===== src/mips_consts.svh =====
`ifndef MIPS_CONSTS_SVH
`define MIPS_CONSTS_SVH

// first instruction fetch after reset.
`define MIPS_RESET_VECTOR 32'h0000_0004

// a jump to this address stops the core.
`define MIPS_HALT_ADDR 32'h0000_0000

// result register $v0, exported at the top level.
`define MIPS_REG_V0 5'd2

// register $zero always reads as 0.
`define MIPS_REG_ZERO 5'd0

// word size in bytes, pc step.
`define MIPS_WORD_BYTES 32'd4

`endif


===== src/mips_pkg.sv =====
package mips_pkg;

    // major opcodes of the supported subset.
    typedef enum logic [5:0] {
        OP_SPECIAL = 6'h00,
        OP_BEQ     = 6'h04,
        OP_BNE     = 6'h05,
        OP_ADDIU   = 6'h09,
        OP_ANDI    = 6'h0C,
        OP_ORI     = 6'h0D,
        OP_XORI    = 6'h0E,
        OP_LUI     = 6'h0F,
        OP_LW      = 6'h23,
        OP_SW      = 6'h2B
    } opcode_e;

    // funct field for OP_SPECIAL.
    typedef enum logic [5:0] {
        FN_JR   = 6'h08,
        FN_MFHI = 6'h10,
        FN_MTHI = 6'h11,
        FN_MFLO = 6'h12,
        FN_MTLO = 6'h13,
        FN_ADDU = 6'h21,
        FN_SUBU = 6'h23,
        FN_AND  = 6'h24,
        FN_OR   = 6'h25,
        FN_XOR  = 6'h26,
        FN_SLT  = 6'h2A
    } funct_e;

    typedef enum logic [2:0] {
        ALU_ADD,
        ALU_SUB,
        ALU_AND,
        ALU_OR,
        ALU_XOR,
        ALU_SLT,
        ALU_LUI
    } alu_op_e;

    typedef struct packed {
        opcode_e    opcode;
        logic [4:0] rs;
        logic [4:0] rt;
        logic [4:0] rd;
        logic [4:0] shamt;
        funct_e     funct;
    } r_fields_t;

    typedef struct packed {
        opcode_e     opcode;
        logic [4:0]  rs;
        logic [4:0]  rt;
        logic [15:0] imm;
    } i_fields_t;

    // one instruction word, viewed as R-type or I-type.
    typedef union packed {
        r_fields_t r;
        i_fields_t i;
    } instr_t;

endpackage


===== src/mips_mem_if.sv =====
`timescale 1ns/1ps

interface mips_mem_if;

    // request side, held stable by the core until done.
    logic        req;
    logic        we;
    logic [31:0] addr;
    logic [31:0] wdata;

    // completion side. done is a single-cycle pulse.
    logic        done;
    logic [31:0] rdata;   // valid only while done is high.

    modport core (
        output req, we, addr, wdata,
        input  done, rdata
    );

    modport bus (
        input  req, we, addr, wdata,
        output done, rdata
    );

endinterface


===== src/avalon_master.sv =====
`timescale 1ns/1ps

module avalon_master (
    input  logic        clk,
    input  logic        reset,
    mips_mem_if.bus     mem,
    output logic [31:0] address,
    output logic        read,
    output logic        write,
    output logic [31:0] writedata,
    output logic [3:0]  byteenable,
    input  logic [31:0] readdata,
    input  logic        waitrequest
);

    typedef enum logic {
        IDLE,
        BUSY
    } state_t;

    state_t state;
    logic   xfer_done;

    // strobe is up and the slave accepted it.
    assign xfer_done = (state == BUSY) && !waitrequest;

    assign mem.done  = xfer_done;
    assign mem.rdata = readdata;   // sampled by the core on done.

    assign byteenable = 4'b1111;   // word transfers only.

    always_ff @(posedge clk) begin
        if (reset) begin
            state <= IDLE;
            read  <= 1'b0;
            write <= 1'b0;
        end else begin
            case (state)
                IDLE: begin
                    if (mem.req) begin
                        state <= BUSY;
                        read  <= !mem.we;
                        write <= mem.we;
                    end
                end
                BUSY: begin
                    if (!waitrequest) begin   // completing cycle.
                        state <= IDLE;
                        read  <= 1'b0;
                        write <= 1'b0;
                    end
                end
                default: state <= IDLE;
            endcase
        end
    end

    // address and data captured once per request, then held.
    always_ff @(posedge clk) begin
        if (state == IDLE && mem.req) begin
            address   <= mem.addr;
            writedata <= mem.wdata;
        end
    end

endmodule


===== src/mips_decoder.sv =====
`timescale 1ns/1ps

module mips_decoder (
    input  mips_pkg::instr_t  instr,
    output mips_pkg::alu_op_e alu_op,
    output logic              use_imm,
    output logic              imm_zero_ext,
    output logic              reg_write,
    output logic [4:0]        dest,
    output logic              mem_read,
    output logic              mem_write,
    output logic              branch_eq,
    output logic              branch_ne,
    output logic              jump_reg,
    output logic              hi_write,
    output logic              lo_write,
    output logic              from_hi,
    output logic              from_lo
);

    always_comb begin
        // default is a no-op.
        alu_op       = mips_pkg::ALU_ADD;
        use_imm      = 1'b0;
        imm_zero_ext = 1'b0;
        reg_write    = 1'b0;
        dest         = instr.i.rt;
        mem_read     = 1'b0;
        mem_write    = 1'b0;
        branch_eq    = 1'b0;
        branch_ne    = 1'b0;
        jump_reg     = 1'b0;
        hi_write     = 1'b0;
        lo_write     = 1'b0;
        from_hi      = 1'b0;
        from_lo      = 1'b0;

        case (instr.r.opcode)
            mips_pkg::OP_SPECIAL: begin
                dest = instr.r.rd;   // R-type writes rd.
                case (instr.r.funct)
                    mips_pkg::FN_ADDU: begin alu_op = mips_pkg::ALU_ADD; reg_write = 1'b1; end
                    mips_pkg::FN_SUBU: begin alu_op = mips_pkg::ALU_SUB; reg_write = 1'b1; end
                    mips_pkg::FN_AND:  begin alu_op = mips_pkg::ALU_AND; reg_write = 1'b1; end
                    mips_pkg::FN_OR:   begin alu_op = mips_pkg::ALU_OR;  reg_write = 1'b1; end
                    mips_pkg::FN_XOR:  begin alu_op = mips_pkg::ALU_XOR; reg_write = 1'b1; end
                    mips_pkg::FN_SLT:  begin alu_op = mips_pkg::ALU_SLT; reg_write = 1'b1; end
                    mips_pkg::FN_JR:   jump_reg = 1'b1;
                    mips_pkg::FN_MTHI: hi_write = 1'b1;
                    mips_pkg::FN_MTLO: lo_write = 1'b1;
                    mips_pkg::FN_MFHI: begin from_hi = 1'b1; reg_write = 1'b1; end
                    mips_pkg::FN_MFLO: begin from_lo = 1'b1; reg_write = 1'b1; end
                    default: ;   // unknown funct, nothing happens.
                endcase
            end
            mips_pkg::OP_ADDIU: begin use_imm = 1'b1; reg_write = 1'b1; end
            mips_pkg::OP_ANDI: begin
                alu_op = mips_pkg::ALU_AND;
                use_imm = 1'b1;
                imm_zero_ext = 1'b1;
                reg_write = 1'b1;
            end
            mips_pkg::OP_ORI: begin
                alu_op = mips_pkg::ALU_OR;
                use_imm = 1'b1;
                imm_zero_ext = 1'b1;
                reg_write = 1'b1;
            end
            mips_pkg::OP_XORI: begin
                alu_op = mips_pkg::ALU_XOR;
                use_imm = 1'b1;
                imm_zero_ext = 1'b1;
                reg_write = 1'b1;
            end
            mips_pkg::OP_LUI: begin alu_op = mips_pkg::ALU_LUI; use_imm = 1'b1; reg_write = 1'b1; end
            mips_pkg::OP_LW: begin use_imm = 1'b1; mem_read = 1'b1; reg_write = 1'b1; end
            mips_pkg::OP_SW: begin use_imm = 1'b1; mem_write = 1'b1; end
            mips_pkg::OP_BEQ: begin alu_op = mips_pkg::ALU_SUB; branch_eq = 1'b1; end
            mips_pkg::OP_BNE: begin alu_op = mips_pkg::ALU_SUB; branch_ne = 1'b1; end
            default: ;
        endcase
    end

endmodule


===== src/mips_alu.sv =====
`timescale 1ns/1ps

module mips_alu (
    input  mips_pkg::alu_op_e op,
    input  logic [31:0]       a,
    input  logic [31:0]       b,
    output logic [31:0]       result,
    output logic              zero
);

    always_comb begin
        case (op)
            mips_pkg::ALU_ADD: result = a + b;
            mips_pkg::ALU_SUB: result = a - b;   // also the branch compare.
            mips_pkg::ALU_AND: result = a & b;
            mips_pkg::ALU_OR:  result = a | b;
            mips_pkg::ALU_XOR: result = a ^ b;
            mips_pkg::ALU_SLT: begin
                // signed compare.
                result = ($signed(a) < $signed(b)) ? 32'd1 : 32'd0;
            end
            mips_pkg::ALU_LUI: result = {b[15:0], 16'h0000};
            default: result = 32'd0;
        endcase
    end

    assign zero = (result == 32'd0);

endmodule


===== src/mips_regfile.sv =====
`timescale 1ns/1ps
`include "mips_consts.svh"

module mips_regfile (
    input  logic        clk,
    input  logic        reset,
    input  logic [4:0]  raddr_a,
    input  logic [4:0]  raddr_b,
    output logic [31:0] rdata_a,
    output logic [31:0] rdata_b,
    input  logic        we,
    input  logic [4:0]  waddr,
    input  logic [31:0] wdata,
    output logic [31:0] v0
);

    logic [31:0] regs [32];

    assign rdata_a = regs[raddr_a];
    assign rdata_b = regs[raddr_b];

    assign v0 = regs[`MIPS_REG_V0];   // updates the cycle after writeback.

    always_ff @(posedge clk) begin
        if (reset) begin
            for (int i = 0; i < 32; i++) begin
                regs[i] <= 32'd0;
            end
        end else if (we && waddr != `MIPS_REG_ZERO) begin
            regs[waddr] <= wdata;   // $zero never written.
        end
    end

endmodule


===== src/mips_core.sv =====
`timescale 1ns/1ps
`include "mips_consts.svh"

module mips_core (
    input  logic        clk,
    input  logic        reset,
    mips_mem_if.core    mem,
    output logic        active,
    output logic [31:0] register_v0
);

    typedef enum logic [2:0] {
        S_FETCH,
        S_EXEC,
        S_MEM,
        S_WB,
        S_HALT
    } state_t;

    state_t            state;
    logic [31:0]       pc;
    mips_pkg::instr_t  ir;
    logic [31:0]       hi;
    logic [31:0]       lo;
    logic [31:0]       result_q;   // value waiting for writeback.

    mips_pkg::alu_op_e alu_op;
    logic              use_imm;
    logic              imm_zero_ext;
    logic              reg_write;
    logic [4:0]        dest;
    logic              mem_read;
    logic              mem_write;
    logic              branch_eq;
    logic              branch_ne;
    logic              jump_reg;
    logic              hi_write;
    logic              lo_write;
    logic              from_hi;
    logic              from_lo;

    logic [31:0]       rs_val;
    logic [31:0]       rt_val;
    logic [31:0]       imm_ext;
    logic [31:0]       alu_b;
    logic [31:0]       alu_result;
    logic              alu_zero;
    logic [31:0]       pc_plus4;
    logic [31:0]       branch_target;
    logic              take_branch;

    mips_decoder u_decoder (
        .instr(ir), .alu_op(alu_op), .use_imm(use_imm), .imm_zero_ext(imm_zero_ext),
        .reg_write(reg_write), .dest(dest), .mem_read(mem_read), .mem_write(mem_write),
        .branch_eq(branch_eq), .branch_ne(branch_ne), .jump_reg(jump_reg),
        .hi_write(hi_write), .lo_write(lo_write), .from_hi(from_hi), .from_lo(from_lo)
    );

    mips_regfile u_regfile (
        .clk(clk), .reset(reset), .raddr_a(ir.r.rs), .raddr_b(ir.r.rt),
        .rdata_a(rs_val), .rdata_b(rt_val), .we((state == S_WB) && reg_write),
        .waddr(dest), .wdata(result_q), .v0(register_v0)
    );

    mips_alu u_alu (.op(alu_op), .a(rs_val), .b(alu_b), .result(alu_result), .zero(alu_zero));

    assign imm_ext = imm_zero_ext ? {16'h0000, ir.i.imm} : {{16{ir.i.imm[15]}}, ir.i.imm};
    assign alu_b = use_imm ? imm_ext : rt_val;

    assign pc_plus4      = pc + `MIPS_WORD_BYTES;
    assign branch_target = pc_plus4 + {imm_ext[29:0], 2'b00};   // sext(imm) << 2.
    assign take_branch   = (branch_eq && alu_zero) || (branch_ne && !alu_zero);

    // bus request straight from the state.
    assign mem.req   = (state == S_FETCH) || (state == S_MEM);
    assign mem.we    = (state == S_MEM) && mem_write;
    assign mem.addr  = (state == S_MEM) ? result_q : pc;
    assign mem.wdata = rt_val;

    assign active = (state != S_HALT);

    always_ff @(posedge clk) begin
        if (reset) begin
            state <= S_FETCH;
            pc    <= `MIPS_RESET_VECTOR;
            ir    <= '0;   // decodes as a no-op.
            hi    <= 32'd0;
            lo    <= 32'd0;
        end else begin
            case (state)
                S_FETCH: begin
                    if (mem.done) begin
                        ir    <= mem.rdata;
                        state <= S_EXEC;
                    end
                end
                S_EXEC: begin
                    if (jump_reg && rs_val == `MIPS_HALT_ADDR) begin
                        state <= S_HALT;   // jr $zero ends the program.
                    end else begin
                        if (jump_reg) pc <= rs_val;
                        else if (take_branch) pc <= branch_target;
                        else pc <= pc_plus4;
                        state <= (mem_read || mem_write) ? S_MEM : S_WB;
                    end
                end
                S_MEM: if (mem.done) state <= S_WB;   // stall until the bus is done.
                S_WB: begin
                    if (hi_write) hi <= rs_val;
                    if (lo_write) lo <= rs_val;
                    state <= S_FETCH;
                end
                S_HALT: state <= S_HALT;
                default: state <= S_HALT;
            endcase
        end
    end

    // result for writeback, from alu, hi/lo or the load.
    always_ff @(posedge clk) begin
        if (state == S_EXEC) begin
            if (from_hi) result_q <= hi;
            else if (from_lo) result_q <= lo;
            else result_q <= alu_result;
        end else if (state == S_MEM && mem.done && mem_read) begin
            result_q <= mem.rdata;
        end
    end

endmodule


===== src/mips_cpu_top.sv =====
`timescale 1ns/1ps

module mips_cpu_top (
    input  logic        clk,
    input  logic        reset,
    output logic        active,
    output logic [31:0] register_v0,
    output logic [31:0] address,
    output logic        read,
    output logic        write,
    output logic [31:0] writedata,
    output logic [3:0]  byteenable,
    input  logic [31:0] readdata,
    input  logic        waitrequest
);

    mips_mem_if mem_bus ();

    mips_core u_core (
        .clk         (clk),
        .reset       (reset),
        .mem         (mem_bus.core),
        .active      (active),
        .register_v0 (register_v0)
    );

    // one port for both fetches and data.
    avalon_master u_master (
        .clk         (clk),
        .reset       (reset),
        .mem         (mem_bus.bus),
        .address     (address),
        .read        (read),
        .write       (write),
        .writedata   (writedata),
        .byteenable  (byteenable),
        .readdata    (readdata),
        .waitrequest (waitrequest)
    );

endmodule


===== config.mk =====
export PLATFORM = sky130hd
export DESIGN_NAME = mips_cpu_top
export DESIGN_NICKNAME = d
export VERILOG_FILES = /design/src/mips_pkg.sv /design/src/mips_mem_if.sv /design/src/avalon_master.sv /design/src/mips_decoder.sv /design/src/mips_alu.sv /design/src/mips_regfile.sv /design/src/mips_core.sv /design/src/mips_cpu_top.sv
export VERILOG_INCLUDE_DIRS = /design/src
export SDC_FILE = /design/constraint.sdc
export NUM_CORES = 2
export LEC_CHECK = 0
export BUFFER_PORTS_ARGS = -buffer_cell sky130_fd_sc_hd__buf_2
export CORE_MARGIN = 3
export CORE_UTILIZATION = 45
export DETAILED_ROUTE_END_ITERATION = 12
export GPL_TIMING_DRIVEN = 0
export HOLD_SLACK_MARGIN = 0.15
export MAX_ROUTING_LAYER = met4
export PLACE_DENSITY = 0.57
export RECOVER_POWER = 50
export SKIP_CTS_REPAIR_TIMING = 1
export SYNTH_ARGS = -nofsm -noshare
export SYNTH_HDL_FRONTEND = slang
export SYNTH_SLANG_ARGS = --single-unit

===== constraint.sdc =====
create_clock -name clk -period 9.06 [get_ports clk]
set_input_delay 0.453 -clock clk [delete_from_list [all_inputs] [get_ports clk]]
set_output_delay 0.453 -clock clk [all_outputs]
set_load 0.03 [all_outputs]

# ---- Word-level counts from Yosys, hierarchy flattened
# Memories as Yosys holds them, arrays and structs flattened. A register that Yosys moved wholly into a read port is not among the register bits.
# Index checks and enable logic that the tools add are counted.
dict set report word_totals {
  elab_cells 148
  mem_bits_rw 1024
  in_bits 35
  mem_count 1
  output_inout_bits 103
  regBits 230
}
# name depth word_bits rd rd_ports_with_merged_regs wr line
set memory_table {}
lappend memory_table {u_core.u_regfile.regs 32 32 3 2 32 mips_regfile.sv:17} ;# logic [31:0] regs [32];
dict set report op_classes {
  n_reduce_logical 35
  magnitude_cmp 1
  add_sub_neg 4
  mux 57
  n_bitwise 5
  eq_ne 34
}
# op count
set ops {}
lappend ops {{two-way mux 32 bit} 10}
lappend ops {{one-hot mux 32 bit (7 select lines)} 1}
lappend ops {{adder 32 bit} 2}
lappend ops {{zero test 32 bit} 2}
lappend ops {{== test 6 bit, second input constant} 8}
lappend ops {{== test 6 x 4 -> 1 bit, second input constant} 6}
lappend ops {{adder 32 x 3 -> 32 bit, second input constant} 1}
lappend ops {{AND 32 bit} 1}
lappend ops {{less-than comparator 32 bit} 1}
lappend ops {{bitwise OR 32 bit} 1}
lappend ops {{OR reduction 32 bit} 1}
lappend ops {{subtractor 32 bit} 1}
lappend ops {{bitwise XOR 32 bit} 1}
lappend ops {{two-way mux 1 bit} 30}
lappend ops {{two-way mux 5 bit} 6}
lappend ops {{== test 6 x 5 -> 1 bit, second input constant} 4}
lappend ops {{one-hot mux 3 bit (6 select lines)} 1}
lappend ops {{one-hot mux 3 bit (5 select lines)} 1}
lappend ops {{== test 3 x 2 -> 1 bit, second input constant} 4}
lappend ops {{== test 6 x 3 -> 1 bit, second input constant} 2}
lappend ops {{one-hot mux 3 bit (4 select lines)} 1}
lappend ops {{AND reduction 2 bit} 6}
lappend ops {{logical AND 1 bit} 10}
lappend ops {{== test 3 bit, second input constant} 3}
lappend ops {{other kinds (18)} 32}

# ---- Longest topological paths before layout
dict set report depth {
  word_depth 14
  depth_mapped 30
  mapped_depth_nobuf 22
}

# ---- Modules after synthesis
# Synthesis repeated with hierarchy kept, for this count alone.
dict set report hier_totals {
  cells_unflattened 6971
  area_unflattened_um2 74793.0
}
# mod area_each_um2 instances cells_per_inst seq_area_each_um2
set by_module_without_submodules {}
lappend by_module_without_submodules {mips_regfile 56146.3 1 4605 30749.5}
lappend by_module_without_submodules {mips_core 10003.3 1 1283 3583.4}
lappend by_module_without_submodules {mips_alu 5900.7 1 907 0.0}
lappend by_module_without_submodules {avalon_master 2331.0 1 115 1981.9}
lappend by_module_without_submodules {mips_decoder 411.6 1 61 0.0}

# ---- Worst setup path before layout
# Ideal clock, no wire load.
dict set report synth_path {
  path_type {register to register}
  startpoint {register (tool-made name)}
  endpoint {register u_core.pc[31]}
  stages_incl_launch_ff 26
  required_ns 8.940
  synth_period_minus_slack_ns 7.539
  path_buffers 6
  setup_time_ns 0.120
  slack_ns 1.521
  t_arrival_ns 7.419
  cell_sequence {dfxtp_1 -> clkbuf_1 -> buf_1 -> buf_1 -> clkbuf_1 -> mux4_2 -> mux4_2 -> mux2_2 -> mux2_2 -> inv_1 -> ha_1 -> buf_2 -> or3_1 -> or4_1 -> o32ai_2 -> o211a_1 -> o211ai_1 -> and3_1 -> a221o_1 -> a221o_1 -> nor3_1 -> and3_4 -> mux2i_4 -> buf_2 -> o21ai_0 -> a211o_1}
}
# item line
set synth_lines {}
lappend synth_lines {{to (signal assigned)} mips_core.sv:85} ;# pc <= `MIPS_RESET_VECTOR;
lappend synth_lines {{to (signal assigned)} mips_core.sv:101} ;# if (jump_reg) pc <= rs_val;
lappend synth_lines {{to (signal assigned)} mips_core.sv:102} ;# else if (take_branch) pc <= branch_target;
lappend synth_lines {{to (decl)} mips_core.sv:21} ;# logic [31:0] pc;

==> flow_summary.yaml <==
clock_tree:
  cts_tree: "yes"
  cts-root-buf: "clkbuf_16"
  cts_buffers: 145
  clk-insertion-delay-late_ns: 0.82
  clk_pin_slew_ns: 0.06
  htreeDepth: 4
  cts.sinks: 1264
  clockBufferDepth: 3
power_and_ir_drop:
  powerDensity_nw_per_um2: 206
  ir_drop_uv: 218
  total_leakage_power_nw: 27.9
timing:
  setup_violations: 5
  slew_viol_final: 186
  period_needed_ns: 9.08
  finClkSkew_ns: 0.0451
  relSlewSlack_pct: -90.2
  grt_setup_unrepaired: "no"
  fmax_ghz: 0.110
  timing.final.ws_setup_ns: -0.0243
  finalHoldViolCount: 0
  fin_crit_sh_pct: 100
  tightest_slew_ns: 2.85
  setup_tns_ns: -0.0615
yosys:
  synth_area_leaders: "edfxtp_1, mux4_2, and2_1"
  syn-cell-area_um2: 72200
  yosysSeqAreaShare_pct: 50.5
  yosysTopAreaCell: "edfxtp_1"
  synth.top_cell.area_share_pct: 46.6
  async_flop_share_pct: 0
  synth_area_per_cell_um2: 13.2
  netlist_instances: 5469
  yosys_warnings: 0
  ys.flop_type: "edfxtp_1"
  yosys_register_bits: 1264
  synth-edff-count: 1120
  yosys.cell_types.count: 104
critical_path:
  cp_max_fo: 10
  critPathCaptureType: "flop"
  arrival_ns: 9.75
  worstSetupStartpointType: "flop"
  path_class: "flop to flop"
  required_ns: 9.73
run:
  maxCapViolations: 8
status:
  violations: "capacitance limit, slew limit, setup timing"
  status: "finished with violations"
floorplanning:
  die_x_um: 407
  die_h_um: 407
  start_util_pct: 45.5
  die-area_um2: 165000
  rows: 146
  core_region_area_um2: 159000
  num_io_pins: 138
layout:
  final_net_count: 5989
  syn_to_final_growth_pct: 12.8
  design_area_um2: 81500
  fin_cells: 8051
  drive_gt1_share_pct: 20.2
global_routing:
  track_usage_pct: 40.4
  grt_pass1_wl_um: 436000
  grt_overflow: 0
  grt_max_degree: 44
  antenna_found_initial: 22
  grt_pass1_vias: 50700
place:
  hpwl_um: 246000
  place_area_um2: 76000
  placed_cells: 7719
  place_congestion: 1.03
  portBuffers: 132
routing:
  postRouteAntennaNets: 0
  wl_per_cell_um: 40.6
  drtIter0Drc: 7976
  vias: 53900
  drc: 0
  routed_wl_um: 327000
  drt_first_pass_iters: 6
  via_per_inst: 6.70
worst_hold_path:
  min-delay-start: "u_core.ir[24]"
  hold_class: "flop to flop"
==> cells in the mapped netlist, types with 22 or more instances <==
master and count:
edfxtp_1 1120, and2_1 1005, mux4_2 616, clkbuf_1 405, nor2_1 265, nand2_1 209, a21oi_1 187, dfxtp_1 144
o21ai_0 128, inv_1 122, ha_1 120, mux2i_1 106, a211oi_1 105, mux2_2 70, buf_1 67, nand3_1 64
nor3_1 62, xnor2_1 47, or2_2 43, nand4_1 35, a31oi_1 34, nor4_1 34, nor2b_1 27, a21o_1 26
o211ai_1 26, buf_2 23, o21a_1 23, nand2b_1 22
==> layer usage <==
metal	global-route usage [%]	vias up	part of all wire (%)
met5	-	-	0
li1	-	21600	-
met3	11.9	813	12
met4	23.2	0	7.2
met2	59.2	3799	44
met1	49.9	27700	36
==> final timing paths <==
kind,cells after the start,end,slack (ns)
worst max-delay path,23,u_core.pc[8],-0.02
worst min-delay path,2,u_core.ir[24],0.46
worst max register to register,23,u_core.pc[8],-0.02
worst min register to register,2,u_core.ir[24],0.46
==> metrics by stage <==
stage	total power [mW]	worst slack, ns	hold slack, ns	util [%]
global route	17.1	0.00244	0.463	51.3
global placement	10.6	-3.24	0.451	47.6
floorplan	8.94	1.52	0.436	-
detailed placement	10.6	-2.89	0.450	47.8
finish	16.8	-0.0243	0.463	51.3
CTS	16.5	-2.89	-0.119	50.8
==> sequential cells by signal (all words and copies together) (netlist names), named ones only <==
signal / count
u_core.u_regfile.regs: 1024
u_core.ir: 32
u_master.state: 1
u_master.read: 1
u_core.result_q: 32
u_core.pc: 32
u_master.writedata: 32
u_master.write: 1
u_core.hi: 32
u_core.state: 3
u_core.lo: 32
u_master.address: 32
==> cell families (layout without fill, tap and decap cells) <==
family | Yosys count | in the layout | share of synthesized area, %
DFF | 1264 | 1264 | 50.5
and+or+nand+nor | 1848 | 1848 | 14.4
muxes | 795 | 795 | 21.8
adders and majority gates | 125 | 125 | 2.19
AOI/OAI and AO/OA | 742 | 742 | 6.92
buffers and inverters | 629 | 1071 | 3.38
xor gates and xnor gates | 64 | 64 | 0.776
other | 2 | 70 | 0.0104
==> report_power, final <==
| part | switching, mW | total [mW] | internal [mW] | leakage, nW |
|---|---|---|---|---|
| clock network | 2.67 | 6.04 | 3.36 | 2.33 |
| registers | 0.202 | 6.81 | 6.60 | 12.7 |
| logic | 2.76 | 3.93 | 1.17 | 12.9 |
| total | 5.64 | 16.8 | 11.1 | 27.9 |
==> area by class of cell <==
cell class	count	area (um2)
buffer	499	2310
multi-input combinational	3610	33600
tap	2072	2590
fill	13800	77400
sequential	1264	36500
antenna	34	85.1
timing repair buffer	187	1090
clock buffer	186	3960
clock inverter	75	818
inverter	124	467
==> worst max-delay path, stage by stage (launching register included) <==
cell and delay [ns]:
dfxtp_1 0.31, clkbuf_1 0.41, clkbuf_2 0.37, clkbuf_4 0.52
mux4_2 0.61, mux4_2 0.62, mux2i_2 0.56, inv_1 0.39
ha_1 0.42, a21oi_1 0.47, o21ai_1 0.35, a222oi_1 0.56
nand3_1 0.23, or2_2 0.38, a31oi_1 0.23, mux2i_1 0.10
a21oi_1 0.38, and4_1 0.57, and3_4 0.31, mux2i_4 0.25
buf_12 0.16, buf_2 0.31, mux2i_1 0.31, o22ai_1 0.11
==> cell usage in the layout (no fill, tap or decap), types with 20 or more instances in the layout <==
cell type | netlist | layout
a211oi_1 | 105 | 105
a21o_1 | 26 | 26
a21oi_1 | 187 | 186
a31oi_1 | 34 | 34
and2_0 | 0 | 390
and2_1 | 1005 | 615
buf_2 | 23 | 58
buf_4 | 7 | 26
clkbuf_1 | 405 | 461
clkbuf_16 | 0 | 149
clkbuf_2 | 0 | 66
clkbuf_4 | 0 | 48
clkinv_1 | 1 | 27
clkinv_2 | 0 | 22
conb_1 | 2 | 36
dfxtp_1 | 144 | 141
diode_2 | 0 | 34
dlygate4sd3_1 | 0 | 33
edfxtp_1 | 1120 | 1120
ha_1 | 120 | 120
inv_1 | 122 | 121
mux2_1 | 2 | 23
mux2_2 | 70 | 49
mux2i_1 | 106 | 84
mux4_2 | 616 | 616
nand2_1 | 209 | 209
nand2b_1 | 22 | 22
nand3_1 | 64 | 64
nand4_1 | 35 | 35
nor2_1 | 265 | 265
nor2b_1 | 27 | 27
nor3_1 | 62 | 57
nor4_1 | 34 | 34
o211ai_1 | 26 | 26
o21a_1 | 23 | 23
o21ai_0 | 128 | 124
o31ai_1 | 20 | 20
or2_2 | 43 | 41
xnor2_1 | 47 | 47
Power figures use the tool's default switching activity.
